<file path="src/source/mainboard_defines.svh">
`ifndef MAINBOARD_DEFINES_SVH
`define MAINBOARD_DEFINES_SVH

// system clocks per cpu clock enable pulse
`define CPU_CLK_DIV 4

// number of 8K cartridge banks
`define CROM_BANKS 4

// scratchpad depth in 16-bit words
`define SCRATCH_WORDS 128

// console rom depth in 16-bit words
`define ROM_WORDS 4096

`endif

</file>
<file path="src/source/mainboard_pkg.sv">
package mainboard_pkg;

   // cpu side strobes, word address excludes a15
   typedef struct packed {
      logic        memen;
      logic        we;
      logic        dbin;
      logic [14:0] addr;
      logic [15:0] wdata;
   } cpu_bus_t;

   typedef struct packed {
      logic rom_sel;
      logic scratch_sel;
      logic cart_sel;
      logic byte_side;   // access goes through the byte multiplexer
   } region_t;

   // 8-bit peripheral side, addr[0] is a15
   typedef struct packed {
      logic        sel;
      logic        we;
      logic        rd;
      logic [12:0] addr;
      logic [7:0]  wdata;
   } byte_bus_t;

   typedef struct packed {
      logic [23:0] addr;
      logic [7:0]  data;
      logic        we;
      logic        stb;
      logic        cyc;
   } host_req_t;

endpackage

</file>
<file path="src/source/host_router.sv">
`timescale 1ns/1ps
`include "mainboard_defines.svh"

module host_router (
   input  mainboard_pkg::host_req_t host_i,
   output logic                     rom_stb_o,
   output logic                     cart_stb_o,
   input  logic [7:0]               rom_dat_i,
   input  logic                     rom_ack_i,
   input  logic [7:0]               cart_dat_i,
   input  logic                     cart_ack_i,
   output logic [7:0]               host_dat_o,
   output logic                     host_ack_o
);

   logic rom_hit;
   logic cart_hit;

   // bit 23 picks the cartridge, bits 22:13 are the 8K bank number
   assign cart_hit = host_i.addr[23] && (host_i.addr[22:13] < 10'(`CROM_BANKS));
   assign rom_hit  = !host_i.addr[23] && (host_i.addr[22:13] == '0);

   always_comb begin
      rom_stb_o  = 1'b0;
      cart_stb_o = 1'b0;
      host_dat_o = 8'h00;
      host_ack_o = 1'b0;
      if (cart_hit) begin
         cart_stb_o = host_i.stb;
         host_dat_o = cart_dat_i;
         host_ack_o = cart_ack_i;
      end else if (rom_hit) begin
         rom_stb_o  = host_i.stb;
         host_dat_o = rom_dat_i;
         host_ack_o = rom_ack_i;
      end
   end

endmodule

</file>
<file path="config.mk">
export PLATFORM = sky130hd
export DESIGN_NAME = host_router
export DESIGN_NICKNAME = d
export VERILOG_FILES = /design/src/source/mainboard_pkg.sv /design/src/source/host_router.sv
export VERILOG_INCLUDE_DIRS = /design/src /design/src/source
export SDC_FILE = /design/constraint.sdc
export NUM_CORES = 1
export LEC_CHECK = 0
export BUFFER_PORTS_ARGS = -buffer_cell sky130_fd_sc_hd__buf_2
export CAP_MARGIN = 10
export CORE_AREA = 2 2 39 41
export DETAILED_ROUTE_END_ITERATION = 10
export DIE_AREA = 0 0 41 43
export PLACE_DENSITY = 0.78
export SLEW_MARGIN = 15
export SYNTH_ARGS = -nofsm -noshare
export SYNTH_HDL_FRONTEND = slang
export SYNTH_SLANG_ARGS = --single-unit
</file>
<file path="constraint.sdc">
create_clock -name vclk -period 3.2
set_input_delay 0.32 -clock vclk [all_inputs]
set_output_delay 0.32 -clock vclk [all_outputs]
set_load 0.02 [all_outputs]
</file>
# --- Yosys cells after proc, flatten, opt, wreduce, memory -nomap -nowiden ---
# Cells that the tools add are included.
word_totals:
  output_inout_bits: 11
  register_bits: 0
  inputBits: 53
op_classes:
  reduce_logical: 4
  magnitude_cmp: 1
  n_mux: 7
op_table:
  columns: ["operator", "n"]
  rows:
  - ["$mux 8", 2]
  - ["$logic_not 10->1", 1]
  - ["$lt 10x3->1 const B", 1]
  - ["$mux 1", 5]
  - ["$logic_and 1x1->1", 2]
  - ["$logic_not 1->1", 1]

# --- Longest topological paths before layout ---
logic_depth:
  ltp_word: 4
  mapped_depth: 4
  depth_no_buf: 2

# --- Worst setup path after synthesis ---
# OpenSTA, ideal clock, no wires.
synth_timing:
  path_kind: "input to output"
  start: "input host_i[27] (netlist name)"
  end: "output host_dat_o[7]"
  setup_slack_ns: 1.454
  n_path_buf: 0
  stages: 2
  required_time_ns: 2.880
  arrival_time_ns: 1.426
  cell_sequence: "or4_4 a211oi_1"
synth_via:
  elab_chain_cells: 4
  elab_cells_between_ends: 6
  classes_between: "1 x order compare; 2 x mux; 3 x reduce/logical"
synth_rtl:
  columns: ["element", "line", "rtl"]
  rows:
  - ["start, declared", "host_router.sv:5", "input mainboard_pkg::host_req_t host_i,"]
  - ["branches (longest 3 deep; another with $lt 10x3->1)", null, null]
  - ["$mux 8 *", "host_router.sv:28", "if (cart_hit) begin"]
  - ["end, declared", "host_router.sv:12", "output logic [7:0] host_dat_o,"]
# Every way passes the cells marked *.

# --- Worst setup path in the final report ---
# Same ends and word-level chain as after synthesis.

==> qor.csv <==
metric,value,unit
rsz0062_at_grt,no,
ys_types,10,
powerDensity,68.9,nW/um2
antenna_found_initial,0,
die_y,43,um
avgRoutedWirePerCell,11.4,um
critPathKind,in -> out,
drt_iter0_drc,0,
p_sw_share,48.5,%
avgSynthCellArea,8.52,um2
drv_cap,0,
hold_depth,4,
stdcell_area,513,um2
grt_pass1_wl,1.64,mm
fin_tns_setup,0,ps
worstPathCellList,buf_2 -> or4_4 -> a211oi_1 -> buf_2,
cts-resized-gates,0,
routed_wl,1.02,mm
placed_cell_area,513,um2
p_leak,0.230,nW
whs,990,ps
seq_cells,0,
regArea,0,um2
fin_crit_sh,56.9,%
combPwrFrac,100.0,%
ctsHoldBuffers,0,
drcViolationCount,0,
syn2layout_area_growth,62.7,%
cp_slowest_cell,or4_4,
arrival,1500,ps
grt_max_degree,21,
crit_path_frequent_cell,buf_2,
synth_top_area_share,31.7,%
crit_path_max_incr_delay,640,ps
n_antenna_cell,0,
yosysSeqAreaShare,0,%
die_area,1760,um2
cts_setup_buffers,0,
critPathCaptureType,primary output,
io-pin-count,64,
yosys-top-cells-area,"a211oi_2 32%, or4b_1 32%, nand2_1 12%, or4_4 7.1%, nor3_2 6.3%",
max_freq,549,MHz
rows,14,
min_to,cart_stb_o,
worst_pin_slew,277,ps
cp_max_fo,11,
clockPowerShare,0,%
grt_overflow,0,
power.internal,0.0182,mW
worst_slew_margin_rel,81.5,%
outcome,"finished, final reports clean",
required,2880,ps
finalHoldViolations,0,
critPathLaunchType,input port,
vias,435,
nets,129,
synthCells,37,
setup_viol,0,
drive_above_1_share,71.6,%
yosys.area.top_type,a211oi_2,
ant_nets,0,
hp-start,host_i[1],
n_clock_buffer,0,
syn_nets,90,
vdd_ir_drop_max,0.0000342,V
min_path_type,in -> out,
grt_pass1_vias,378,
synth.cell_area,315,um2
dp_hpwl,812,um
via_per_inst,4.83,
place_congestion,0.641,
coreArea,1380,um2
grt_use_total,12.3,%
start_util,22.8,%
netlist_top_cells_count,"10 x nand2_1, 10 x or4b_1, 8 x a211oi_2",
die_w,41,um
numPortBuffers,41,
p_sw,0.0171,mW
slew_violations,0,
post-route-min-period,1820,ps
synth_warnings,0,
firstDrtPassIters,1,
pwr-share-seq,0,%
startpoint,host_i[27],
-- power groups by stage --
stage               registers, mW  clock network, mW  logic (mW)
CTS                             0                  0      0.0360
global placement                0                  0      0.0346
global route                    0                  0      0.0400
floorplan                       0                  0      0.0155
finish                          0                  0      0.0353
detailed placement              0                  0      0.0359
-- placed cells by master (no fill, tap or decap) --
master     n
buf_2     41
or4b_1    10
nand2_1   10
a211oi_2   8
or4_4      2
nor3_2     2
a211oi_1   1
-- worst max-delay path, delay by kind of cell --
family          cells  cell delay (ps)
compound gates      1              240
buf+inv             2              300
simple gates        1              640
-- per-layer routing --
metal | share of wire [%] | up-vias | global-route usage [%]
li1 | - | 225 | -
met1 | 40 | 185 | 17.4
met2 | 51 | 25 | 21.3
met3 | 8.9 | 0 | 0
met4 | 0 | 0 | 0
met5 | 0 | - | 0
-- how the worst max path moves through the flow --
stage,to,cells past startpoint
2_1_floorplan,host_dat_o[7],2
3_3_place_gp,host_dat_o[7],4
6_report,host_dat_o[7],4
3_5_place_dp,host_dat_o[3],4
5_1_grt,host_dat_o[7],4
4_1_cts,host_dat_o[7],4
-- stage by stage --
step,cells,util (%),setup WS (ps),power (mW)
finish,90,37.1,1380,0.0353
global route,90,37.1,1330,0.0400
CTS,90,37.1,1370,0.0360
detailed placement,90,37.1,1380,0.0359
global placement,90,37.1,1390,0.0346
floorplan,37,-,1450,0.0155
-- kinds of logic (layout without fill, tap and decap cells) --
family	after synthesis	after routing	share of synthesized area, %
buf+inv	4	41	8.73
simple gates	24	24	57.1
compound gates	9	9	34.1
-- final cells by class --
class                           instances  area (um2)
Fill cell                             144         871
Multi-Input combinational cell         33         288
Timing Repair Buffer                   41         205
Tap cell                               16        20.0
(Power assumes the default switching activity.)
