$ cat src/source/mainboard_defines.svh
`ifndef MAINBOARD_DEFINES_SVH
`define MAINBOARD_DEFINES_SVH

// system clocks per cpu clock enable pulse
`define CPU_CLK_DIV 4

// number of 8K cartridge banks
`define CROM_BANKS 4

// scratchpad depth in 16-bit words
`define SCRATCH_WORDS 128

// console rom depth in 16-bit words
`define ROM_WORDS 4096

`endif

$ cat src/source/scratchpad_ram.sv
`timescale 1ns/1ps
`include "mainboard_defines.svh"

module scratchpad_ram (
   input  logic        clk,
   input  logic        sel_i,
   input  logic        we_i,
   input  logic [6:0]  addr_i,
   input  logic [15:0] wdata_i,
   output logic [15:0] rdata_o
);

   logic [15:0] mem [`SCRATCH_WORDS];

   always_ff @(posedge clk) begin
      if (sel_i) begin
         if (we_i)
            mem[addr_i] <= wdata_i;
         rdata_o <= mem[addr_i];   // read old data on a write cycle
      end
   end

endmodule
$ cat config.mk
export PLATFORM = sky130hd
export DESIGN_NAME = scratchpad_ram
export DESIGN_NICKNAME = d
export VERILOG_FILES = /design/src/source/scratchpad_ram.sv
export VERILOG_INCLUDE_DIRS = /design/src /design/src/source
export SDC_FILE = /design/constraint.sdc
export NUM_CORES = 2
export LEC_CHECK = 0
export ABC_AREA = 1
export BUFFER_PORTS_ARGS = -buffer_cell sky130_fd_sc_hd__buf_2
export CAP_MARGIN = 20
export CORE_ASPECT_RATIO = 1.1
export CORE_MARGIN = 10
export CORE_UTILIZATION = 52
export CTS_BUF_LIST = sky130_fd_sc_hd__clkbuf_16
export CTS_CLUSTER_SIZE = 25
export DETAILED_ROUTE_END_ITERATION = 8
export PLACE_DENSITY_LB_ADDON = 0.15
export SETUP_SLACK_MARGIN = 0.2
export SLEW_MARGIN = 20
export SYNTH_ARGS = -nofsm -noshare
export SYNTH_HDL_FRONTEND = slang
export SYNTH_SLANG_ARGS = --single-unit
$ cat constraint.sdc
create_clock -name clk -period 2.91 [get_ports clk]
set_input_delay 0.1455 -clock clk [delete_from_list [all_inputs] [get_ports clk]]
set_output_delay 0.1455 -clock clk [all_outputs]
set_load 0.05 [all_outputs]
Yosys cells after proc, flatten, opt, wreduce, memory -nomap -nowiden
Memories as Yosys holds them, arrays and structs flattened. A register that Yosys moved wholly into a read port is not among the register bits. Cells that the tools add are included.

Bits in registers: 0. Output and inout port bits: 16. Memories: 1. RAM bits: 2048. Word-level logic and storage cells: 4. Bits of input ports: 26.

Mux-type cells: 3.

Memories: mem (words 128, bits a word 16, rd ports 1, clocked after Yosys merged registers in 1, write ports 1, line scratchpad_ram.sv:13) `` logic [15:0] mem [`SCRATCH_WORDS]; ``.

Operators with widths (count): $mux 1 (3).

Logic depth before layout (Yosys ltp)
Depth after elaboration: 3. Gate-level depth with buffers: 17.

Worst setup path before layout
No wires, ideal clock.

Kind: input port to flip-flop. Start: in addr_i[0]. End: mem mem[106][0] (enable). Cell stages on the path: 8. Arrival time: 1.921 ns. Path slack: 0.601 ns. Required time: 2.522 ns. Buffers on the path: 5. Cell sequence: buf_4 > inv_2 > buf_6 > buf_4 > buf_2 > nand3_1 > buf_2 > nor2_1.

RTL lines: from (decl) (line scratchpad_ram.sv:8) `input logic [6:0] addr_i,`; to (decl) (line scratchpad_ram.sv:13).

Straight into the memory's write port.

==> summary.md <==
| Metric | Value |
|---|---|
| Vias/cell | between 5 and 6 |
| Core Box Area | between 150000 and 200000 um^2 |
| R2R Setup Slk | 0.62 ns |
| Final HPWL DP | 148000 um |
| Post-route cell area | 98300 um^2 |
| WL/cell | around 22 um |
| Multi-input logic area | about 23000 um^2 |
| Post-route minimum period | 2.29 ns |
| PnR worst setup slack | 0.617 ns |
| LEAKAGE | ~0.041 uW |
| Register area share after synthesis | a little under three quarters |
| Routed wire length | 250000 um |
| Critical-path maximum fanout | 1 |
| Crit path DAT | between 2 and 3 ns |
| Worst EP required | roughly 3.5 ns |
| TritonCTS clock tree | done |
| Power per Cell Area | between 600 and 700 nW/um^2 |
| Number of clock buffers inserted by TritonCTS | 206 |
| Largest net degree at the start of global routing | around 130 |
| Nets | slightly below 9000 |
| Cell Area, Synth | 87000 um^2 |
| Pre-CTS setup slack | -0.0638 ns |
| Yosys cell types | 19 |
| Fmax | 436 MHz |
| Mean Syn Cell Area | around 10 um^2 |
| Via count | about 60000 |
| Yosys Warn Count | 0 |
| Starting density of the core | between 50% and 60% |
| Overall routing resource usage | a little over a quarter |
| # Max-Cap Violations | 0 |
| Worst slew pin tran | 0.967 ns |
| IO buf count | 41 |
| Post-DP Area | 91600 um^2 |
| Aggregate global routing overflow | 0 |
| Final number of setup-violating endpoints | 0 |
| Post-CTS Setup Bufs | 0 |
| Reg area | between 60000 and 70000 um^2 |
| Detailed Route Iter0 Violations | about 6600 |
| Peak supply drop | 584 uV |
| CP Launch Type | register |
| Die width | between 400 and 500 um |
| GP Congestion | 0.921 |
| Post-route ant nets | 0 |
| HP Class | input port to register |
| Antenna violations before repair | 10 |
| Register clock-pin slew on the reported worst setup and hold paths | around 0.06 ns |
| Fin crit share | approximately 80% |
| DRT Pass-1 Iters | 8 |
| Syn-to-layout area delta | 13.0% |
| Post-CTS sizing | 0 |
| RSZ-0062 raised after global routing | no |
| Status | finished, final reports clean |
| Die ar. | approximately 180000 um^2 |
| Cells after DPL | 10800 |
| Crit path capture type | register |
| Final Instance Count excl. Fillers | ~11000 |
| Vias in the first global route | approximately 57000 |
| FILL cells | approximately 14000 |
| Buffer levels on the longest clock path | 3 |
| Post-Syn Nets | roughly 8600 |
| First-pass GRT wire length | about 370000 um |
| Fin. max-slew vios | 0 |
| Std cell rows | between 150 and 200 |
| Post-synthesis register bit count | 2064 |
| Drc violations | 0 |
| Sink Count | a little over 2000 |
| CP Class | register to register |
| Synthesized netlist cell count | 8596 |
| IO Pins | 42 |
| Post-Route Setup TNS | 0 ns |
| H-tree levels | 4 |
| Final hold viol count | 0 |
| Die Ht | between 400 and 500 um |
| Clk Latency, worst-skew pair | roughly 0.86 ns |
| Worst rel slew slack | 35.5% |
| Root buffer cell | clkbuf_16 |
| Worst Skew | around 0.044 ns |
| Total power | between 60000 and 70000 uW |
| Layout cells sized above 1 | 7.66% |
placed cells by master, fill, tap and decap left out:
master and count:
o21ai_0 3, nand4_1 1, nand3_2 8, inv_6 4, inv_8 3, o211ai_1 2, clkinv_16 3, clkinvlp_4 5
or2_2 11, clkinv_8 1, a21oi_1 6, nor2_4 2, dlygate4sd3_1 18, clkbuf_16 210, clkinv_2 37, nand2_1 5647
diode_2 3, nor2_1 318, clkinv_4 2, bufinv_16 15, edfxtp_1 2064, buf_6 9, nand3_1 33, inv_2 2
inv_16 1, buf_12 74, nor2_2 2, clkinv_1 55, buf_2 22, or2_1 1, clkbuf_8 1, o21ai_1 2
buf_8 2, buf_4 271, inv_1 108
synthesized netlist by cell type, drive strengths merged:
| cell | n | share of area, % |
|---|---|---|
| a21oi | 6 | 0.035 |
| buf | 288 | 1.7 |
| clkbuf | 145 | 0.63 |
| clkinv | 1 | 0.0043 |
| edfxtp | 2064 | 71 |
| inv | 62 | 0.27 |
| nand2 | 5647 | 24 |
| nand3 | 41 | 0.24 |
| nand4 | 1 | 0.0072 |
| nor2 | 322 | 1.4 |
| o211ai | 2 | 0.017 |
| o21ai | 5 | 0.029 |
| or2 | 12 | 0.086 |
metal layers:
layer  up-vias  GRT usage (%)  share of wire [%]
met5         -              0              0.022
met4         6           9.61                3.7
met3       448           4.74                8.6
met2      2566           41.7                 46
met1     28900           37.4                 41
li1      28100              -                  -
final timing paths:
check         startpoint     endpoint  cells after the start
max          mem[123][8]   rdata_o[8]                     13
min            addr_i[5]  mem[47][14]                      5
max reg2reg  mem[123][8]   rdata_o[8]                     13
min reg2reg  mem[20][14]  rdata_o[14]                      8
through the flow:
stage / hold slack (ns) / utilization, %
after floorplan: 0.244 / -
after global routing: 0.134 / 59.1
after detailed placement: 0.572 / 55.1
after CTS: 0.0510 / 59.1
after global placement: 0.575 / 55.1
final: 0.114 / 59.1
cells by family after synthesis:
family | synth area share, %
compound gates | 0.0805
flops | 71.2
simple gates | 26.1
buf+inv | 2.60
state kept, by name, indices dropped and copies added, names as in the netlist:
signal and cells:
rdata_o 16, mem 2048
worst max-delay path, cell delays in order, from the launching register on:
cell	delay, ns
edfxtp_1	0.36
nand2_1	0.07
nand2_1	0.06
nand2_1	0.08
nand2_1	0.07
nand2_1	0.07
nand2_1	0.07
nand2_1	0.13
nand2_1	0.19
nor2_1	0.33
nor2_1	0.08
buf_4	0.16
nor2_1	0.29
nand2_1	0.10
cell type report:
class	instances	share of cell area (%)
Inverter	63	0.263
Tap cell	2226	2.83
Clock inverter	173	1.27
Sequential cell	2064	63.0
Multi-Input combinational cell	6036	23.2
Clock buffer	210	5.35
Antenna cell	3	0.00764
Timing Repair Buffer	397	4.02
repair_timing:
action	in CTS	in global routing
endpoints found under the hold margin	910	0
hold buffers	18	0
endpoints found under the setup margin	0	0
power by group:
group | internal [uW] | switching, uW
Combinational | 1020 | 3260
Sequential | 32800 | 51.6
Clock | 14400 | 11300
(Power assumes the default switching activity.)
