===== config.mk =====
export PLATFORM = sky130hd
export DESIGN_NAME = clock_enables
export DESIGN_NICKNAME = d
export VERILOG_FILES = /design/src/source/clock_enables.sv
export VERILOG_INCLUDE_DIRS = /design/src /design/src/source
export SDC_FILE = /design/constraint.sdc
export NUM_CORES = 1
export LEC_CHECK = 0
export BUFFER_PORTS_ARGS = -buffer_cell sky130_fd_sc_hd__buf_2
export CORE_AREA = 10 10 47 49
export DETAILED_ROUTE_END_ITERATION = 6
export DIE_AREA = 0 0 57 59
export GPL_ROUTABILITY_DRIVEN = 0
export PLACE_DENSITY = 0.31
export SLEW_MARGIN = 25
export SYNTH_ARGS = -nofsm -noshare
export SYNTH_HDL_FRONTEND = slang
export SYNTH_SLANG_ARGS = --single-unit

===== constraint.sdc =====
create_clock -name clk -period 1.2 [get_ports clk]
set_input_delay 0.12 -clock clk [delete_from_list [all_inputs] [get_ports clk]]
set_output_delay 0.12 -clock clk [all_outputs]
set_load 0.03 [all_outputs]

===== src/source/mainboard_defines.svh =====
`ifndef MAINBOARD_DEFINES_SVH
`define MAINBOARD_DEFINES_SVH

// system clocks per cpu clock enable pulse
`define CPU_CLK_DIV 4

// number of 8K cartridge banks
`define CROM_BANKS 4

// scratchpad depth in 16-bit words
`define SCRATCH_WORDS 128

// console rom depth in 16-bit words
`define ROM_WORDS 4096

`endif


===== src/source/clock_enables.sv =====
`timescale 1ns/1ps
`include "mainboard_defines.svh"

module clock_enables (
   input  logic clk,
   input  logic reset_i,
   output logic cpu_clk_en_o
);

   localparam int CNT_W = $clog2(`CPU_CLK_DIV + 1);
   localparam logic [CNT_W-1:0] CNT_LAST = CNT_W'(`CPU_CLK_DIV - 1);

   logic [CNT_W-1:0] count;

   always_ff @(posedge clk) begin
      if (reset_i) begin
         count <= '0;
         cpu_clk_en_o <= 1'b0;
      end else begin
         cpu_clk_en_o <= (count == CNT_LAST);   // one pulse per wrap
         if (count == CNT_LAST)
            count <= '0;
         else
            count <= count + 1'b1;
      end
   end

endmodule


# Yosys cells after proc, flatten, opt, wreduce, memory -nomap -nowiden

Index checks and enable logic that the tools add are counted.

Flip-flop bits (word level): 4
Input port bits: 2
Output and inout port bits: 1
Logic and storage cells: 5

Add/subtract/negate cells: 1
Eq/ne operators: 1
Reduce and logical (&&, ||, !) cells: 1

Operator list:

| cell                                                            | count |
|---|---|
| 3-bit by 1-bit adder with 3-bit output, second input constant   | 1 |
| 3-bit by 2-bit == test with 1-bit output, second input constant | 1 |
| 2-bit OR reduction                                              | 1 |

# Longest topological paths before layout

Gate-level depths: netlist of the first run.

Word-level depth: 2
Gate-level depth with buffers: 3
Depth with buffers taken out: 3

# Worst setup path after synthesis of the first run

OpenSTA, ideal clock, no wires.

Path kind: register to register
Start point: reg count[0]
End point: reg count[2]
Library setup time: 78 ps
Data arrival time: 885 ps
Required time: 1,122 ps
Slack: 237 ps
Cell stages (with the launch flop): 4
Path buffers: 0
Period minus slack after synthesis: 963 ps
Cell sequence: dfxtp_1 -> ha_1 -> ha_1 -> nor3_1

Word-level cells in the longest chain between the ends: 2
Elaborated cells on any way between the ends: 3
Classes of those cells: add/sub: 1; eq/ne: 1; reduce/logical: 1

Ends and longest elaborated chain:

| element                                                                                        | RTL line            | source |
|---|---|---|
| start: declaration                                                                             | clock_enables.sv:13 | `logic [CNT_W-1:0] count;` |
| start signal: assignment                                                                       | clock_enables.sv:24 | `count <= count + 1'b1;` |
| parallel branches: the longest is 2 deep, another holds 3-bit by 1-bit adder with 3-bit output | n/a                 |  |

Parallel ways; which one is timed is not known.
A chain may end at the register's enable or synchronous reset.

# Worst setup path in the final report of the first run

Ends and elaborated chain as after synthesis.

==> results.cfg, run 1 <==
[run_status]
run_status = finished, final reports clean

[cts]
postCtsHoldBufs = 0
clock_sinks = 4
clk_pin_slew_ns = 0.04
postCtsSetupBuffers = 0
clk_latency_ns = 0.24
cts_buffers = 3
root_buffer = clkbuf_4
cts_tree = done
h-tree-depth = 1
clock_path_buffers = 2
ctsResizeCount = 0

[routing]
vias_per_cell = 2.844
firstDrtPassIters = 2
vias = 91
drt-initial-drc-count = 7
drtAntennaViolNets = 0
wl_per_cell_um = 6.656
wl_um = 213
drc = 0

[critical_path]
ff2ff_setup_slack_ns = 0.19
endpoint = count[2]
crit_path_end_kind = register
cp_data_required_time_ns = 1.36
cp_max_fo = 2
worstSetupPathType = reg -> reg
crit_arrival_ns = 1.17
start_kind = register
rr_startpoint = count[0]
r2r.worst_path.cells = 3
r2r-end = count[2]
startpoint = count[0]

[placement]
port_buffers = 2
dp_cells = 29

[grt]
grt_max_degree = 5
grt_pass1_wl_um = 441
overflow = 0
antenna_found_initial = 0
grt_usage = 0.02160
grt_pass1_vias = 110

[layout]
final_common_cell = dfxtp_1
final_cell_mix = 4 x dfxtp_1, 3 x clkbuf_4, 2 x nor3_1, 2 x ha_1, 2 x buf_2
drive_gt1_frac = 0.3750
antenna_cells = 0
instances_no_fill = 32
fillers = 171
areaGrowthSynthToFinish_pct = 38.18
num-nets-final = 22
final_core_util = 0.1357

[floorplanning]
die_x_um = 57
start_util = 0.09821
coreArea_um2 = 1401
ioPinCount = 3
placementRows = 14
die_area_um2 = 3363
die_h_um = 59

[job]
maxCapViolCount = 0

[worst_hold_path]
worstHoldPathType = in -> reg

[power_and_ir_drop]
power_mw = 0.3472
p_leak_nw = 0.08183
power_per_cell_area_nw_per_um2 = 1826
ir_drop_uv = 589.0

[timing]
fin_setup_tns_ns = 0
drv_slew = 0
min_period_ns = 1.009
slew_headroom = 0.9045
setup_viol = 0
rsz0062_at_grt = false
hold_viol_final = 0
fin_worst_skew_ns = 0.002155
finalCritPeriodShare = 0.8410
worstMarginPinSlew_ns = 0.1422
fmax_mhz = 990.9

[yosys]
yosys_warnings = 0
ys_seq_area_frac = 0.5818
yosysTopAreaCellShare = 0.5818
synth_largest_area_cell = dfxtp_1
syn-num-nets = 15
netlist_instances = 11
synth.distinct_cells = 6
syn_area_per_cell_um2 = 12.51
yosys_register_bits = 4
syn_area_um2 = 137.6
ys_top_cells_by_area = dfxtp_1 58%, ha_1 18%, nor3b_2 9.1%
-- power breakdown --
group          total [mW]  switching (mW)  leakage, nW  internal [mW]
combinational      0.0293          0.0137       0.0352         0.0156
clock               0.167          0.0554       0.0138          0.112
sequential          0.151         0.00391       0.0329          0.147
total               0.347          0.0731       0.0818          0.274
-- synthesized netlist by cell type --
| cell | n |
|---|---|
| nor2b_1 | 1 |
| ha_1 | 2 |
| inv_1 | 1 |
| dfxtp_1 | 4 |
| nor3_1 | 2 |
| nor3b_2 | 1 |
-- worst min path at each step --
stage,start,to,cells past startpoint
after floorplan,reset_i,count[1],1
after global placement,reset_i,count[1],2
after detailed placement,reset_i,count[1],2
after CTS,reset_i,count[2],2
after global routing,reset_i,count[1],2
final,reset_i,cpu_clk_en_o,2
-- registers in the layout, summed over array words and instances (netlist names) --
| name | flops |
|---|---|
| cpu_clk_en_o | 1 |
| count | 3 |
-- layout make-up --
| class | instances | area [um2] | share of cell area |
|---|---|---|---|
| repair buffers | 2 | 10.01 | 0.05263 |
| clock buffers | 3 | 22.52 | 0.1184 |
| flip-flops and latches | 4 | 80.08 | 0.4211 |
| multi-input cells | 6 | 53.80 | 0.2829 |
| well taps | 16 | 20.02 | 0.1053 |
| inverters | 1 | 3.754 | 0.01974 |
-- metrics by stage --
stage	setup slack [ns]	instance area (um2)	hold WS [ns]
floorplan	0.2368	137.6	0.1907
global placement	0.2043	167.7	0.3450
detailed placement	0.1972	167.7	0.3486
CTS	0.1889	190.2	0.09444
global route	0.1136	190.2	0.1068
finish	0.1908	190.2	0.1029
-- worst max-delay path: stages, from the launching register on --
cell and delay, ns:
dfxtp_1 0.30, ha_1 0.19, ha_1 0.27, nor3_1 0.17
-- cells by family (layout without fill, tap and decap cells) --
group	Yosys count	count (layout)	share of synthesized area
buf+inv	1	6	0.02725
fa+ha+maj	2	2	0.1818
simple gates	4	4	0.2091
flops	4	4	0.5818
-- routing by layer --
layer  wire (um)  GRT usage  vias up
met2          55    0.01705        6
met4           0    0.01007        0
li1            -          -       47
met1          93    0.01661       38
met5           0          0        -
met3          64    0.04721        0
No activity file was read; power rests on OpenSTA's default activity.
==> run 2, diff against run 1 <==
PLACE_DENSITY = 0.32   (was 0.31)
clock period = 0.8 ns   (was 1.2 ns; I/O delays follow)
==> run 2 against run 1 <==
  * The flow now finishes with violations (setup timing)
  * Cell count up 3.1%
  * Non-clock buffer count rose by 1
  * Maximum frequency grew 16%
  * Critical path depth stayed put
  * Total power is 59% higher
  * Worst setup slack worse by 0.26 ns
  * First-iteration DRC count is 100% lower
  * Sequential cell count is the same
  * Clock power is 45% higher
  * Hold slack worse by 0.028 ns
  * Global-route usage fell by 0.22 points
  * Clock-buffer cell count did not move
==> results.cfg, run 2 (synthesis results as in run 1) <==
[grt]
overflow = 0
grt_pass1_vias = 117
grt_pass1_wl_um = 400
antenna_found_initial = 0
grt_max_degree = 5
grt_usage = 0.01942

[timing]
finalCritPeriodShare = 1.092
min_period_ns = 0.8736
slew_headroom = 0.9261
worstMarginPinSlew_ns = 0.1102
whs_ns = 0.07456
rsz0062_at_grt = true
hold_viol_final = 0
fmax_mhz = 1145
timing.final.ws_setup_ns = -0.07356
fin_worst_skew_ns = 0.004757
setup_viol = 4
drv_slew = 0

[critical_path]
start_kind = register
cp_data_required_time_ns = 0.92
r2r.worst_path.cells = 3
r2r-end = cpu_clk_en_o
crit_path_end_kind = register
rr_startpoint = count[0]
worstSetupPathType = reg -> reg
cp_max_fo = 4
crit_arrival_ns = 1.00
ff2ff_setup_slack_ns = -0.07

[layout]
largest_register_ffs = 3
top_register = count
antenna_cells = 0
num-nets-final = 23
multi_input_area_um2 = 88.84
fillers = 170
drive_gt1_frac = 0.7647
instances_no_fill = 33
final_area_um2 = 237.7
areaGrowthSynthToFinish_pct = 72.73
final_common_cell = clkbuf_4
seqCellArea_um2 = 82.58
reg.largest.list = count: 3 flops, cpu_clk_en_o: 1 flops

[floorplanning]
die_h_um = 59
placementRows = 14
coreArea_um2 = 1401
ioPinCount = 3
start_util = 0.09821
die_area_um2 = 3363
die_x_um = 57

[routing]
wl_um = 247
drt-initial-drc-count = 0
drtAntennaViolNets = 0
firstDrtPassIters = 1
vias = 100
drc = 0
wl_per_cell_um = 7.485
vias_per_cell = 3.030

[placement]
port_buffers = 2
pre_cts_slack_ns = -0.07038
placed_area_um2 = 195.2
dp_cells = 29

[cts]
clk_latency_ns = 0.23
h-tree-depth = 1
postCtsHoldBufs = 0
cts_tree = done
clock_sinks = 4
clock_path_buffers = 2
clk_pin_slew_ns = 0.04
root_buffer = clkbuf_4
cts_buffers = 3

[run_status]
run_status = finished, violations left
failed_checks = setup timing

[worst_hold_path]
hold_depth = 2
hp-start = reset_i
min_to = count[2]
worstHoldPathType = in -> reg

[power_and_ir_drop]
ir_drop_uv = 626.7
power_per_cell_area_nw_per_um2 = 2329
p_leak_nw = 0.08974

[job]
maxCapViolCount = 0
## run 2: cell count changes in the layout (fill, tap and decap cells not counted), moves of 2 or more
cell | before | now
buf_4 | 0 | 2
dfxtp_1 | 4 | 2
dfxtp_2 | 0 | 2
ha_1 | 2 | 0
ha_4 | 0 | 2
nor3_1 | 2 | 0
nor3_2 | 0 | 2
## run 2: through the flow
step | total power, mW | TNS (ns) | util
after floorplan | 0.2820 | -0.1076 | -
after global routing | 0.5946 | -0.2805 | 0.1696
after detailed placement | 0.2990 | -0.2266 | 0.1393
after global placement | 0.2961 | -0.2091 | 0.1393
final | 0.5537 | -0.2072 | 0.1696
after CTS | 0.5606 | -0.2697 | 0.1607
## run 2: layer usage
metal / track usage / share of wire
met1: 0.01183 / 0.45
met2: 0.02016 / 0.47
met3: 0.01502 / 0.077
met4: 0.05034 / 0
met5: 0 / 0
## run 2: worst max-delay path by stage
stage	start	to	slack [ns]
global route	count[0]	cpu_clk_en_o	-0.09
global placement	count[0]	cpu_clk_en_o	-0.07
CTS	count[0]	cpu_clk_en_o	-0.08
finish	count[0]	cpu_clk_en_o	-0.07
floorplan	count[0]	count[2]	-0.05
detailed placement	count[0]	count[2]	-0.07
## run 2: power by group
part / leakage [nW] / internal [mW] / switching, mW
Combinational: 0.0425 / 0.0453 / 0.0306
Sequential: 0.0334 / 0.223 / 0.0126
Clock: 0.0138 / 0.167 / 0.0747
## run 2: cell type report
type,instances,area share
Timing Repair Buffer,3,0.08421
Sequential cell,4,0.3474
Tap cell,16,0.08421
Inverter,1,0.01579
Multi-Input combinational cell,6,0.3737
Clock buffer,3,0.09474
## run 2: critical path, stage by stage (launching register included)
cell and delay, ns:
dfxtp_2 0.32, ha_4 0.16, ha_4 0.17, nor2b_1 0.12
## run 2: what timing repair did
action / 4_1_cts / 5_1_grt
resized for setup: 2 / 1
hold endpoints to repair: 0 / 0
setup endpoints to repair: 5 / 4
buffers inserted: 0 / 1
