`src/source/mainboard_defines.svh`:
```
`ifndef MAINBOARD_DEFINES_SVH
`define MAINBOARD_DEFINES_SVH

// system clocks per cpu clock enable pulse
`define CPU_CLK_DIV 4

// number of 8K cartridge banks
`define CROM_BANKS 4

// scratchpad depth in 16-bit words
`define SCRATCH_WORDS 128

// console rom depth in 16-bit words
`define ROM_WORDS 4096

`endif

```
`src/source/mainboard_pkg.sv`:
```
package mainboard_pkg;

   // cpu side strobes, word address excludes a15
   typedef struct packed {
      logic        memen;
      logic        we;
      logic        dbin;
      logic [14:0] addr;
      logic [15:0] wdata;
   } cpu_bus_t;

   typedef struct packed {
      logic rom_sel;
      logic scratch_sel;
      logic cart_sel;
      logic byte_side;   // access goes through the byte multiplexer
   } region_t;

   // 8-bit peripheral side, addr[0] is a15
   typedef struct packed {
      logic        sel;
      logic        we;
      logic        rd;
      logic [12:0] addr;
      logic [7:0]  wdata;
   } byte_bus_t;

   typedef struct packed {
      logic [23:0] addr;
      logic [7:0]  data;
      logic        we;
      logic        stb;
      logic        cyc;
   } host_req_t;

endpackage

```
`src/source/byte_multiplexer.sv`:
```
`timescale 1ns/1ps

module byte_multiplexer (
   input  logic                      clk,
   input  logic                      reset_i,
   input  logic                      cpu_clk_en_i,
   input  mainboard_pkg::cpu_bus_t   cpu_i,
   input  logic                      byte_side_i,
   output mainboard_pkg::byte_bus_t  byte_o,
   input  logic [7:0]                byte_rdata_i,
   output logic [15:0]               word_o,
   output logic                      word_valid_o,
   output logic                      ready_o
);

   typedef enum logic [1:0] {S_IDLE, S_LOW, S_HIGH, S_DONE} state_t;

   state_t state;
   logic   half;          // set on the second tick of a phase
   logic   phase_end;

   assign phase_end = cpu_clk_en_i && half;

   always_ff @(posedge clk) begin
      if (reset_i) begin
         state <= S_IDLE;
         half <= 1'b0;
         ready_o <= 1'b1;
         word_valid_o <= 1'b0;
         byte_o <= '0;
      end else begin
         if (cpu_clk_en_i && (state == S_LOW || state == S_HIGH))
            half <= ~half;
         case (state)
            S_IDLE: begin
               if (cpu_clk_en_i && cpu_i.memen && byte_side_i) begin
                  state <= S_LOW;
                  half <= 1'b0;
                  ready_o <= 1'b0;
                  byte_o.sel <= 1'b1;
                  byte_o.we <= cpu_i.we;
                  byte_o.rd <= cpu_i.dbin;
                  byte_o.addr <= {cpu_i.addr[11:0], 1'b1};   // low byte first
                  byte_o.wdata <= cpu_i.wdata[7:0];
               end
            end
            S_LOW: begin
               if (phase_end) begin
                  state <= S_HIGH;
                  byte_o.addr[0] <= 1'b0;
                  byte_o.wdata <= cpu_i.wdata[15:8];
               end
            end
            S_HIGH: begin
               if (phase_end) begin
                  state <= S_DONE;
                  ready_o <= 1'b1;
                  word_valid_o <= cpu_i.dbin;
                  byte_o.sel <= 1'b0;
                  byte_o.we <= 1'b0;
                  byte_o.rd <= 1'b0;
               end
            end
            S_DONE: begin
               if (!cpu_i.memen) begin   // hold the word until the cycle ends
                  state <= S_IDLE;
                  word_valid_o <= 1'b0;
               end
            end
            default: state <= S_IDLE;
         endcase
      end
   end

   // byte capture at the end of each phase
   always_ff @(posedge clk) begin
      if (phase_end && state == S_LOW)
         word_o[7:0] <= byte_rdata_i;
      if (phase_end && state == S_HIGH)
         word_o[15:8] <= byte_rdata_i;
   end

endmodule

```
`config.mk`:
```
export PLATFORM = sky130hd
export DESIGN_NAME = byte_multiplexer
export DESIGN_NICKNAME = d
export VERILOG_FILES = /design/src/source/mainboard_defines.svh /design/src/source/mainboard_pkg.sv /design/src/source/byte_multiplexer.sv
export SDC_FILE = /design/constraint.sdc
export NUM_CORES = 1
export LEC_CHECK = 0
export ABC_AREA = 1
export CAP_MARGIN = 20
export CELL_PAD_IN_SITES_DETAIL_PLACEMENT = 1
export CELL_PAD_IN_SITES_GLOBAL_PLACEMENT = 2
export CORE_MARGIN = 4
export CORE_UTILIZATION = 36
export CTS_CLUSTER_DIAMETER = 30
export DETAILED_ROUTE_END_ITERATION = 10
export DONT_BUFFER_PORTS = 1
export PLACE_DENSITY_LB_ADDON = 0.1
export SETUP_SLACK_MARGIN = 0.15
export SLEW_MARGIN = 20
export SYNTH_ARGS = -nofsm -noshare
export SYNTH_HDL_FRONTEND = slang
export SYNTH_SLANG_ARGS = --single-unit
```
`constraint.sdc`:
```
create_clock -name clk -period 2.89 [get_ports clk]
set_input_delay 0.1445 -clock clk [delete_from_list [all_inputs] [get_ports clk]]
set_output_delay 0.1445 -clock clk [all_outputs]
set_load 0.005 [all_outputs]
```
[After elaboration in Yosys (flattened, before gate mapping)]
Cells that the tools add are included.
Storage, ports and cells
  RAM bits: 0
  memory bits (read-only): 0
  latch bits: 0
  bits in registers: 45
  memories kept: 0
  output and inout bits: 42
Operators by class
  add/sub/neg operators: 0
  bitwise gates (word level): 1
  shifts and indexed selects: 0
  multipliers: 0
  eq/ne operators: 7
  $lt $le $gt $ge: 0
  div/mod/pow operators: 0
  multiplexer cells: 19
  reductions and logical operators: 16
Operators by type and width (count)
  $mux 24: 1
  $pmux 9 s2: 1
  $mux 9: 1
  $reduce_and 3->1: 3
  $mux 2: 4
  $ne 2x2->1 const B: 4
  $pmux 2 s4: 1
  $mux 1: 7
  $logic_and 1x1->1: 6
  $pmux 3 s2: 1
  $reduce_bool 2->1: 3
  $eq 2x2->1 const B: 2
  $pmux 1 s2: 2
  $reduce_and 4->1: 1
  $mux 3: 1
  $eq 2x1->1 const B: 1
  $logic_not 2->1: 1
  $reduce_and 2->1: 1
  $logic_or 1x1->1: 1
  $not 1->1: 1

[Longest topological paths before layout]
Gate-level depths: netlist of run 1.
  depth in word-level cells: 6
  depth in mapped cells: 10

[Least setup slack after synthesis of run 1]
Ideal clock, no wire load.
  path type: register to register
  from: register state[1]
  to: register word_o[0], enable pin
  data arrival time: 1.311 ns
  data required time: 2.520 ns
  stages on the path, launching flop included: 7
  setup slack: 1.209 ns
  setup time: 0.370 ns
  path buffers: 2
  path through: dfxtp_1 inv_1 ha_1 buf_2 inv_1 buf_4 nor2_1
On the way
  word-level cells in the longest chain between the ends: 2
Ends and longest elaborated chain
  start: declaration: RTL line byte_multiplexer.sv:18  | state_t state;
  start signal: assignment: RTL line byte_multiplexer.sv:26  | state <= S_IDLE;
  start signal: assignment: RTL line byte_multiplexer.sv:37  | state <= S_LOW;
  start signal: assignment: RTL line byte_multiplexer.sv:49  | state <= S_HIGH;
  $eq 2x1->1: RTL line byte_multiplexer.sv:77  | if (phase_end && state == S_LOW)
  $logic_and 1x1->1: RTL line byte_multiplexer.sv:77
  end signal: assignment: RTL line byte_multiplexer.sv:78  | word_o[7:0] <= byte_rdata_i;
  end: declaration: RTL line byte_multiplexer.sv:11  | output logic [15:0] word_o,
Every way passes these cells.
A chain may end at the register's enable or synchronous reset.

[Worst setup path after layout of run 1]
  from: register state[1]
  to: register word_o[1], enable pin
The elaborated chain is that of the path after synthesis.

==> impl_metrics.xml, run 1 <==
<?xml version="1.0" encoding="UTF-8"?>
<metrics>
  <group name="synthesis">
    <metric name="synth_sequential_area_ratio" unit="%">56.3</metric>
    <metric name="synthTopCellsByArea" unit="">dfxtp_1 (31%), edfxtp_1 (26%), nand2_1 (10%)</metric>
    <metric name="synth_largest_type_area_fraction" unit="%">30.8</metric>
    <metric name="synthesis.yosys.warnings" unit="">0</metric>
    <metric name="ys_ff_latch" unit="">45</metric>
    <metric name="postSynthCellCount" unit="">218</metric>
    <metric name="synthesis.nets" unit="">269</metric>
    <metric name="synth_largest_area_cell" unit="">dfxtp_1</metric>
    <metric name="syn_avg_cell_area" unit="µm²">8.64</metric>
    <metric name="ys_types" unit="">21</metric>
    <metric name="post_synth_instance_area" unit="µm²">1880</metric>
  </group>
  <group name="job">
    <metric name="maxCapViolations" unit="">0</metric>
  </group>
  <group name="clock_tree">
    <metric name="cts_tree" unit="">yes</metric>
    <metric name="clock_sinks" unit="">45</metric>
    <metric name="clock-root-buffer" unit="">clkbuf_8</metric>
    <metric name="worst_setup_hold_path_clk_slew" unit="ps">90</metric>
    <metric name="htree_levels" unit="">2</metric>
    <metric name="cts-root-to-sink-buffers" unit="">2</metric>
    <metric name="cts-buffers-inserted" unit="">5</metric>
    <metric name="clock_insertion_delay_worst_skew" unit="ps">300</metric>
    <metric name="post_cts_resized" unit="">0</metric>
  </group>
  <group name="floorplan">
    <metric name="die-area" unit="µm²">6450</metric>
    <metric name="die_height" unit="µm">80.3</metric>
    <metric name="chipWidth" unit="µm">80.3</metric>
    <metric name="coreArea" unit="µm²">5070</metric>
    <metric name="floorplan.rows" unit="">26</metric>
    <metric name="boundaryPins" unit="">88</metric>
    <metric name="initial_utilization" unit="%">37.1</metric>
  </group>
  <group name="timing">
    <metric name="final.setup.tns" unit="ps">0</metric>
    <metric name="layout_min_cycle_time" unit="ps">2120</metric>
    <metric name="timing.fmax" unit="MHz">472</metric>
    <metric name="worstMarginPinSlew" unit="ps">723</metric>
    <metric name="setup-violations-final" unit="">0</metric>
    <metric name="rsz0062_at_grt" unit="">no</metric>
    <metric name="timing.final.hold_violations" unit="">0</metric>
    <metric name="slew_headroom" unit="%">51.6</metric>
    <metric name="period_share" unit="%">73.4</metric>
    <metric name="timing_max_transition_violations_final" unit="">0</metric>
    <metric name="hold_ws" unit="ps">22.6</metric>
    <metric name="finalClockSkew" unit="ps">11.1</metric>
  </group>
  <group name="status">
    <metric name="status" unit="">finished, final reports clean</metric>
  </group>
  <group name="layout">
    <metric name="final-instance-count-excl-fill" unit="">310</metric>
    <metric name="final_net_count" unit="">290</metric>
    <metric name="area.growth.synth_to_final" unit="%">17.7</metric>
    <metric name="layout-drive-gt1-share" unit="%">6.25</metric>
    <metric name="layout_fillers" unit="">618</metric>
    <metric name="diodes" unit="">0</metric>
    <metric name="utilization" unit="%">43.7</metric>
  </group>
  <group name="worst_setup_path">
    <metric name="highest_delay_cell_along_the_critical_path" unit="">nor2_1</metric>
    <metric name="crit_arrival" unit="ps">2050</metric>
    <metric name="timing.rr.start" unit="">state[1]</metric>
    <metric name="worst-path-max-fanout" unit="">11</metric>
    <metric name="cp_required" unit="ps">2820</metric>
    <metric name="cp-start-kind" unit="">flip-flop</metric>
    <metric name="crit_path_end_kind" unit="">flip-flop</metric>
    <metric name="crit_top_cell" unit="">inv_1</metric>
    <metric name="rrSetupSlack" unit="ps">770</metric>
    <metric name="worstPathCellList" unit="">inv_1 &gt; ha_1 &gt; inv_1 &gt; nor2_1</metric>
    <metric name="regToRegEndpoint" unit="">word_o[1]</metric>
    <metric name="path_class" unit="">flip-flop to flip-flop</metric>
    <metric name="r2r_cells" unit="">4</metric>
    <metric name="crit_path_max_incr_delay" unit="ps">610</metric>
  </group>
  <group name="grt">
    <metric name="via_count_of_the_first_global_routing_pass" unit="">1535</metric>
    <metric name="grt_pass1_wl" unit="µm">7250</metric>
    <metric name="groute.usage.overall" unit="%">14.6</metric>
    <metric name="grt_start_max_net_pins" unit="">25</metric>
    <metric name="grt-ovfl-total" unit="">0</metric>
    <metric name="initial_antenna_violation_count" unit="">0</metric>
  </group>
  <group name="routing">
    <metric name="route.layer.met1.wl" unit="µm">1760</metric>
    <metric name="detail_route.first_pass.iterations" unit="">4</metric>
    <metric name="drc" unit="">0</metric>
    <metric name="routed_wire_length_per_instance" unit="µm">14.3</metric>
    <metric name="post_detailed_route_via_to_cell_ratio" unit="">4.69</metric>
    <metric name="initialDrtViolationCount" unit="">33</metric>
    <metric name="detailroute.wirelength.met3" unit="µm">359</metric>
    <metric name="met2_wirelength" unit="µm">2240</metric>
    <metric name="detailroute.via_count" unit="">1455</metric>
    <metric name="maxUsedRoutingLayer" unit="">met4</metric>
    <metric name="antenna_violating_nets_remaining" unit="">0</metric>
    <metric name="drt-total-wl" unit="µm">4440</metric>
  </group>
  <group name="placement">
    <metric name="final_weighted_congestion_of_routability_driven_global_placement" unit="">0.730</metric>
    <metric name="numPlacedInstances" unit="">281</metric>
    <metric name="post-dp-hpwl" unit="µm">3220</metric>
    <metric name="io_buffer_count" unit="">0</metric>
  </group>
  <group name="power">
    <metric name="peakVddDrop" unit="V">0.000299</metric>
    <metric name="cellLeakagePower" unit="nW">0.928</metric>
    <metric name="power.density" unit="nW/µm²">796</metric>
  </group>
  <group name="worst_hold_path">
    <metric name="worst_hold_path.endpoint" unit="">byte_o[21]</metric>
    <metric name="timing.hold.worst.start" unit="">cpu_i[31]</metric>
    <metric name="hold_depth" unit="">2</metric>
    <metric name="worstHoldPathType" unit="">input pin to flip-flop</metric>
  </group>
</metrics>
[report_power, final]
part / internal [mW] / switching, mW / total [mW]
Combinational: 0.183 / 0.333 / 0.515
Clock: 0.174 / 0.216 / 0.390
Sequential: 0.773 / 0.0870 / 0.860
[logic make-up after synthesis]
logic type	synth area share, %
AOI/OAI and AO/OA	7.31
buffers and inverters	7.04
adders and majority gates	3.32
DFF	56.3
and+or+nand+nor	25.5
xor gates and xnor gates	0.465
[synthesized netlist by cell type, drive strengths merged]
master / count
nand3: 5
nor2: 52
dfxtp: 29
nand4: 2
buf: 7
inv: 20
ha: 5
xnor2: 1
o211ai: 1
a21oi: 5
edfxtp: 16
o21ai: 21
nand2: 54
[flip-flops by register name (all words and copies together), names as in the netlist]
name and count:
word_valid_o 1, half 1, word_o 16, state 2, byte_o 24, ready_o 1
[final cells by class]
cell class	instances	area (µm²)	area share, %
multi-input cells	146	689	31.1
flip-flops and latches	45	1060	47.9
clock inverters	3	25.0	1.13
inverters	20	75.1	3.39
clock buffers	5	68.8	3.10
repair buffers	21	210	9.48
well taps	70	87.6	3.95
[what timing repair did]
| action | CTS | global route |
|---|---|---|
| buffers inserted | 0 | 0 |
| hold endpoints to repair | 33 | 0 |
| hold buffers | 21 | 0 |
[through the flow]
step	total power, mW	area, µm²	setup WS (ps)
3_3_place_gp	1.35	1910	834
2_1_floorplan	1.29	1880	1210
5_1_grt	1.92	2220	545
3_5_place_dp	1.38	1910	738
4_1_cts	1.80	2220	718
6_report	1.76	2220	770
[critical path, delay by kind of cell, from the launching register on]
family | cells | cell delay, ps
buf+inv | 2 | 390
flops | 1 | 350
simple gates | 1 | 610
fa+ha+maj | 1 | 400
[layer usage]
layer / GRT usage (%) / vias up
li1: - / 724
met1: 15.8 / 659
met2: 25.9 / 64
met3: 5.49 / 8
met4: 4.90 / 0
met5: 0 / -
[placed cells by master, fill, tap and decap left out]
cell           Yosys  routed
a21oi_1            5       5
clkbuf_8           0       5
clkinv_4           0       1
clkinvlp_4         0       1
dfxtp_1           29      29
dlygate4sd3_1      0      21
edfxtp_1          16      16
ha_1               5       5
inv_1             19      19
inv_2              1       1
inv_6              0       1
nand2_1           51      51
nand2_2            2       2
nand2_4            1       1
nand3_1            3       3
nand3_4            2       2
nand4_1            2       2
nor2_1            51      51
nor2_4             1       1
o211ai_1           1       1
o21ai_0           21      21
xnor2_1            1       1
[worst max path at each step]
stage | from | to | slack (ps) | depth (start not counted)
finish | state[1] | word_o[1] | 770 | 4
global route | state[1] | word_o[1] | 550 | 4
CTS | state[1] | word_o[1] | 720 | 4
detailed placement | state[1] | word_o[5] | 740 | 4
global placement | state[1] | word_o[0] | 830 | 4
floorplan | state[1] | word_o[0] | 1210 | 6
(Power assumes the default switching activity.)
==> run 2: changes to the inputs <==
Settings changed: ABC_AREA 1 to 0, CORE_UTILIZATION 36 to 32.
Clock period 2.89 ns to 1.9 ns, I/O delays scaled along.
==> impl_metrics.xml, run 2 <==
<?xml version="1.0" encoding="UTF-8"?>
<metrics>
  <group name="status">
    <metric name="status" unit="">finished, final reports clean</metric>
  </group>
  <group name="routing">
    <metric name="detail_route.first_pass.iterations" unit="">4</metric>
    <metric name="post_detailed_route_via_to_cell_ratio" unit="">5.33</metric>
    <metric name="initialDrtViolationCount" unit="">44</metric>
    <metric name="antenna_violating_nets_remaining" unit="">0</metric>
    <metric name="drt-total-wl" unit="µm">4970</metric>
    <metric name="routed_wire_length_per_instance" unit="µm">18.3</metric>
    <metric name="detailroute.via_count" unit="">1445</metric>
    <metric name="drc" unit="">0</metric>
  </group>
  <group name="grt">
    <metric name="grt_start_max_net_pins" unit="">36</metric>
    <metric name="via_count_of_the_first_global_routing_pass" unit="">1515</metric>
    <metric name="initial_antenna_violation_count" unit="">0</metric>
    <metric name="groute.usage.overall" unit="%">14.0</metric>
    <metric name="grt-ovfl-total" unit="">0</metric>
    <metric name="grt_pass1_wl" unit="µm">8050</metric>
  </group>
  <group name="layout">
    <metric name="largest_reg_flops" unit="">24</metric>
    <metric name="largest_register" unit="">byte_o</metric>
    <metric name="largestRegisters" unit="">byte_o (24), word_o (16), state (2)</metric>
    <metric name="final_net_count" unit="">249</metric>
    <metric name="stdcell_area" unit="µm²">2320</metric>
    <metric name="area.growth.synth_to_final" unit="%">22.7</metric>
    <metric name="layout-drive-gt1-share" unit="%">15.1</metric>
    <metric name="diodes" unit="">0</metric>
    <metric name="final_common_cell" unit="">dfxtp_1</metric>
    <metric name="layout_fillers" unit="">646</metric>
    <metric name="mostFrequentLayoutCells" unit="">dfxtp_1 (27), nand2_1 (25), a21oi_1 (22), dlygate4sd3_1 (22), edfxtp_1 (16)</metric>
  </group>
  <group name="worst_setup_path">
    <metric name="rrSetupSlack" unit="ps">240</metric>
    <metric name="crit_path_end_kind" unit="">flip-flop</metric>
    <metric name="path_class" unit="">flip-flop to flip-flop</metric>
    <metric name="worst-path-max-fanout" unit="">9</metric>
    <metric name="cp_required" unit="ps">2100</metric>
    <metric name="cp-start-kind" unit="">flip-flop</metric>
    <metric name="crit_arrival" unit="ps">1850</metric>
    <metric name="r2r_cells" unit="">5</metric>
  </group>
  <group name="timing">
    <metric name="final.setup.tns" unit="ps">0</metric>
    <metric name="timing.fmax" unit="MHz">604</metric>
    <metric name="timing_max_transition_violations_final" unit="">0</metric>
    <metric name="setup-violations-final" unit="">0</metric>
    <metric name="layout_min_cycle_time" unit="ps">1660</metric>
    <metric name="finalClockSkew" unit="ps">2.88</metric>
    <metric name="worstMarginPinSlew" unit="ps">407</metric>
    <metric name="rsz0062_at_grt" unit="">yes</metric>
    <metric name="slew_headroom" unit="%">72.9</metric>
    <metric name="hold_ws" unit="ps">15.5</metric>
    <metric name="timing.final.hold_violations" unit="">0</metric>
    <metric name="period_share" unit="%">87.2</metric>
  </group>
  <group name="synthesis">
    <metric name="synthTopCellsByArea" unit="">dfxtp_1 (31%), edfxtp_1 (25%), a2111oi_2 (6.3%)</metric>
    <metric name="synth_enable_flop_cells" unit="">16</metric>
    <metric name="synth_sequential_area_ratio" unit="%">56.1</metric>
    <metric name="post_synth_instance_area" unit="µm²">1890</metric>
    <metric name="synthesis.yosys.warnings" unit="">0</metric>
    <metric name="postSynthCellCount" unit="">174</metric>
    <metric name="synth_most_common_cell" unit="">dfxtp_1</metric>
    <metric name="synthesis.nets" unit="">225</metric>
    <metric name="ys_ff_latch" unit="">45</metric>
    <metric name="synth_flop_cell" unit="">dfxtp_1</metric>
    <metric name="yosys-top-cells-count" unit="">dfxtp_1 (29), nand2_1 (25), a21oi_1 (22)</metric>
    <metric name="ys_types" unit="">33</metric>
    <metric name="syn_avg_cell_area" unit="µm²">10.9</metric>
    <metric name="synth_largest_type_area_fraction" unit="%">30.7</metric>
    <metric name="asyncSetResetFlopFracSynth" unit="%">0</metric>
    <metric name="synth_largest_area_cell" unit="">dfxtp_1</metric>
  </group>
  <group name="power">
    <metric name="totalPowerFinal" unit="mW">2.58</metric>
    <metric name="cellLeakagePower" unit="nW">0.791</metric>
    <metric name="peakVddDrop" unit="V">0.000332</metric>
    <metric name="power.density" unit="nW/µm²">1110</metric>
  </group>
  <group name="placement">
    <metric name="final_weighted_congestion_of_routability_driven_global_placement" unit="">0.751</metric>
    <metric name="post-dp-hpwl" unit="µm">3490</metric>
    <metric name="placedInstanceArea" unit="µm²">1960</metric>
    <metric name="io_buffer_count" unit="">0</metric>
  </group>
  <group name="floorplan">
    <metric name="chipWidth" unit="µm">84.9</metric>
    <metric name="die-area" unit="µm²">7210</metric>
    <metric name="coreArea" unit="µm²">5610</metric>
    <metric name="floorplan.rows" unit="">27</metric>
    <metric name="initial_utilization" unit="%">33.7</metric>
    <metric name="boundaryPins" unit="">88</metric>
    <metric name="die_height" unit="µm">84.9</metric>
  </group>
  <group name="job">
    <metric name="maxCapViolations" unit="">0</metric>
  </group>
  <group name="clock_tree">
    <metric name="cts-root-to-sink-buffers" unit="">2</metric>
    <metric name="cts-buffers-inserted" unit="">5</metric>
    <metric name="clock_sinks" unit="">45</metric>
    <metric name="clock_insertion_delay_worst_skew" unit="ps">300</metric>
    <metric name="clock-root-buffer" unit="">clkbuf_8</metric>
    <metric name="cts_tree" unit="">yes</metric>
    <metric name="htree_levels" unit="">2</metric>
    <metric name="worst_setup_hold_path_clk_slew" unit="ps">90</metric>
  </group>
  <group name="worst_hold_path">
    <metric name="hold_depth" unit="">2</metric>
    <metric name="worstHoldPathType" unit="">input pin to flip-flop</metric>
  </group>
</metrics>
[run 2: worst max-delay path, cell delays in order, from the launching register on]
cell and delay, ps:
dfxtp_2 390, inv_1 100, ha_2 250, mux2_2 280, and3_4 230, a2111oi_2 300
[run 2: worst paths after layout]
path,from,endpoint
max,state[0],byte_o[3]
min,cpu_i[33],state[0]
max reg2reg,state[0],byte_o[3]
min reg2reg,byte_o[16],byte_o[16]
[run 2: stage by stage]
step / setup WS [ps] / cells / utilization [%]
after floorplan: 202 / 174 / -
after global placement: 115 / 240 / 35.0
after detailed placement: 25.6 / 240 / 35.0
after CTS: 179 / 271 / 41.2
after global routing: 109 / 271 / 41.4
final: 243 / 271 / 41.4
[run 2: repair_timing]
item,4_1_cts,5_1_grt
endpoints found under the setup margin,9,8
setup buffers,0,0
hold buffers,23,0
hold endpoints to repair,45,0
resized for setup,5,2
[run 2: power by group]
part | internal [mW] | total [mW] | switching [mW]
clock | 0.268 | 0.620 | 0.352
sequential | 1.11 | 1.22 | 0.114
combinational | 0.333 | 0.734 | 0.401
[run 2: layout make-up]
type / count / area [µm²] / share of cell area (%)
clock buffer: 5 / 68.8 / 2.96
multi-input combinational: 111 / 769 / 33.2
clock inverter: 3 / 25.0 / 1.08
timing repair buffer: 28 / 278 / 12.0
inverter: 7 / 26.3 / 1.13
sequential: 45 / 1060 / 45.8
tap: 72 / 90.1 / 3.88
[run 2: per-layer routing]
layer	GRT usage (%)	vias to the layer above	part of all wire, %
li1	-	689	-
met1	16.1	688	40
met2	24.3	61	51
met3	5.83	7	8.0
met4	3.45	0	1.1
met5	0	-	0
[run 2: logic make-up after synthesis]
kind of cell | share of synthesized area (%)
xor gates and xnor gates | 0.463
buffers and inverters | 4.43
muxes | 2.18
DFF | 56.1
AOI/OAI and AO/OA | 20.7
and+or+nand+nor | 12.8
adders and majority gates | 3.31
==> run 3: changes to the inputs <==
Settings changed: GPL_TIMING_DRIVEN set to 0.
==> impl_metrics.xml, run 3 (synthesized netlist as in run 2, its figures left out) <==
<?xml version="1.0" encoding="UTF-8"?>
<metrics>
  <group name="worst_setup_path">
    <metric name="r2r_cells" unit="">5</metric>
    <metric name="crit_path_max_incr_delay" unit="ps">470</metric>
    <metric name="cp-start-kind" unit="">flip-flop</metric>
    <metric name="worst-path-max-fanout" unit="">6</metric>
    <metric name="highest_delay_cell_along_the_critical_path" unit="">a221oi_1</metric>
    <metric name="rrSetupSlack" unit="ps">220</metric>
    <metric name="crit_arrival" unit="ps">1920</metric>
    <metric name="cp_required" unit="ps">2130</metric>
    <metric name="cp_buf_inv_count" unit="">1</metric>
    <metric name="timing.rr.start" unit="">state[0]</metric>
    <metric name="path_class" unit="">flip-flop to flip-flop</metric>
    <metric name="regToRegEndpoint" unit="">state[1]</metric>
    <metric name="crit_path_end_kind" unit="">flip-flop</metric>
    <metric name="path_delay_family" unit="">compound AO/OA/AOI/OAI gates</metric>
    <metric name="worstPathCellList" unit="">inv_4 &gt; ha_1 &gt; a2bb2oi_1 &gt; a221oi_1 &gt; mux2i_1</metric>
  </group>
  <group name="placement">
    <metric name="post-dp-hpwl" unit="µm">3690</metric>
    <metric name="io_buffer_count" unit="">0</metric>
    <metric name="final_weighted_congestion_of_routability_driven_global_placement" unit="">0.870</metric>
  </group>
  <group name="clock_tree">
    <metric name="clock_insertion_delay_worst_skew" unit="ps">300</metric>
    <metric name="clock_sinks" unit="">45</metric>
    <metric name="clock-root-buffer" unit="">clkbuf_8</metric>
    <metric name="worst_setup_hold_path_clk_slew" unit="ps">90</metric>
    <metric name="cts-buffers-inserted" unit="">5</metric>
    <metric name="cts-root-to-sink-buffers" unit="">2</metric>
    <metric name="htree_levels" unit="">2</metric>
    <metric name="cts_tree" unit="">yes</metric>
  </group>
  <group name="routing">
    <metric name="initialDrtViolationCount" unit="">25</metric>
    <metric name="detail_route.first_pass.iterations" unit="">4</metric>
    <metric name="drc" unit="">0</metric>
    <metric name="antenna_violating_nets_remaining" unit="">0</metric>
    <metric name="post_detailed_route_via_to_cell_ratio" unit="">5.30</metric>
    <metric name="routed_wire_length_per_instance" unit="µm">18.4</metric>
    <metric name="detailroute.via_count" unit="">1494</metric>
    <metric name="drt-total-wl" unit="µm">5180</metric>
  </group>
  <group name="floorplan">
    <metric name="coreArea" unit="µm²">5610</metric>
    <metric name="initial_utilization" unit="%">33.7</metric>
    <metric name="chipWidth" unit="µm">84.9</metric>
    <metric name="die-area" unit="µm²">7210</metric>
    <metric name="floorplan.rows" unit="">27</metric>
    <metric name="boundaryPins" unit="">88</metric>
    <metric name="die_height" unit="µm">84.9</metric>
  </group>
  <group name="layout">
    <metric name="largest_reg_flops" unit="">24</metric>
    <metric name="layout-drive-gt1-share" unit="%">17.1</metric>
    <metric name="largest_register" unit="">byte_o</metric>
    <metric name="largestRegisters" unit="">byte_o (24), word_o (16), state (2)</metric>
    <metric name="final_net_count" unit="">260</metric>
    <metric name="diodes" unit="">0</metric>
    <metric name="layout_fillers" unit="">617</metric>
    <metric name="mostFrequentLayoutCells" unit="">dfxtp_1 (27), nand2_1 (25), dlygate4sd3_1 (23)</metric>
    <metric name="multi_input_comb_area" unit="µm²">852</metric>
    <metric name="layout.area.seq" unit="µm²">1070</metric>
    <metric name="area.growth.synth_to_final" unit="%">31.7</metric>
    <metric name="final_common_cell" unit="">dfxtp_1</metric>
  </group>
  <group name="timing">
    <metric name="timing_max_transition_violations_final" unit="">0</metric>
    <metric name="rsz0062_at_grt" unit="">yes</metric>
    <metric name="slew_headroom" unit="%">37.8</metric>
    <metric name="worstMarginPinSlew" unit="ps">933</metric>
    <metric name="period_share" unit="%">88.6</metric>
    <metric name="layout_min_cycle_time" unit="ps">1680</metric>
    <metric name="hold_ws" unit="ps">73.9</metric>
    <metric name="timing.fmax" unit="MHz">594</metric>
    <metric name="timing.final.hold_violations" unit="">0</metric>
    <metric name="setup-violations-final" unit="">0</metric>
    <metric name="finalClockSkew" unit="ps">8.16</metric>
  </group>
  <group name="worst_hold_path">
    <metric name="worst_hold_path.endpoint" unit="">state[0]</metric>
    <metric name="timing.hold.worst.start" unit="">cpu_i[33]</metric>
    <metric name="hold_depth" unit="">2</metric>
    <metric name="worstHoldPathType" unit="">input pin to flip-flop</metric>
  </group>
  <group name="power">
    <metric name="power.density" unit="nW/µm²">1130</metric>
    <metric name="totalPowerFinal" unit="mW">2.82</metric>
    <metric name="peakVddDrop" unit="V">0.000380</metric>
    <metric name="cellLeakagePower" unit="nW">0.842</metric>
  </group>
  <group name="job">
    <metric name="maxCapViolations" unit="">0</metric>
  </group>
  <group name="grt">
    <metric name="groute.usage.overall" unit="%">14.3</metric>
    <metric name="grt-ovfl-total" unit="">0</metric>
    <metric name="grt_pass1_wl" unit="µm">8050</metric>
    <metric name="initial_antenna_violation_count" unit="">0</metric>
    <metric name="grt_start_max_net_pins" unit="">17</metric>
    <metric name="via_count_of_the_first_global_routing_pass" unit="">1574</metric>
  </group>
  <group name="status">
    <metric name="status" unit="">finished, final reports clean</metric>
  </group>
</metrics>
## run 3: changes by cell type in the layout (fill, tap and decap cells not counted), sizes merged
cell,previous run,this run
clkbuf,5,12
buf,6,9
clkinv,0,1
dlygate4sd3,22,23
inv,9,8
## run 3: where the power goes
part / total (mW) / switching [mW] / leakage [nW] / internal, mW
registers: 1.23 / 0.122 / 0.381 / 1.11
clock network: 0.613 / 0.348 / 0.0447 / 0.266
logic: 0.977 / 0.506 / 0.416 / 0.470
total: 2.82 / 0.976 / 0.842 / 1.85
## run 3: what timing repair did
| item | in CTS | in global routing |
|---|---|---|
| hold endpoints to repair | 33 | 0 |
| pin swaps | 0 | 3 |
| setup endpoints to repair | 27 | 20 |
| buffers inserted | 0 | 4 |
| hold buffers | 23 | 0 |
| cloned | 0 | 1 |
| gates resized for setup | 12 | 14 |
## run 3: worst max-delay path by stage
stage | from | end | cells after the start | slack [ps]
2_1_floorplan | state[0] | byte_o[0] | 6 | 200
3_3_place_gp | state[1] | byte_o[5] | 6 | 20
3_5_place_dp | state[1] | byte_o[5] | 6 | -60
4_1_cts | state[0] | byte_o[6] | 7 | 150
5_1_grt | state[1] | byte_o[3] | 7 | 140
6_report | state[0] | state[1] | 5 | 220
## run 3: through the flow
stage               setup TNS (ps)  cells  utilization (%)  area, µm²  worst slack (ps)
finish                           0    282             44.4       2490               216
CTS                              0    277             41.7       2340               152
floorplan                        0    174                -       1890               202
global placement                 0    246             35.3       1980              22.4
global route                     0    282             44.4       2490               145
detailed placement            -814    246             35.3       1980             -59.4
## run 3: area by class of cell
type	instances	area share (%)
Buffer	11	2.81
Inverter	7	1.26
Sequential cell	45	42.9
Clock buffer	5	2.76
Clock inverter	3	1.00
Timing Repair Buffer	28	11.5
Multi-Input combinational cell	111	34.2
Tap cell	72	3.62
## run 3: layer usage
layer | part of all wire (%) | GRT usage [%]
met4 | 1.7 | 6.19
met2 | 51 | 24.4
met3 | 7.6 | 5.73
met1 | 39 | 15.7
met5 | 0 | 0
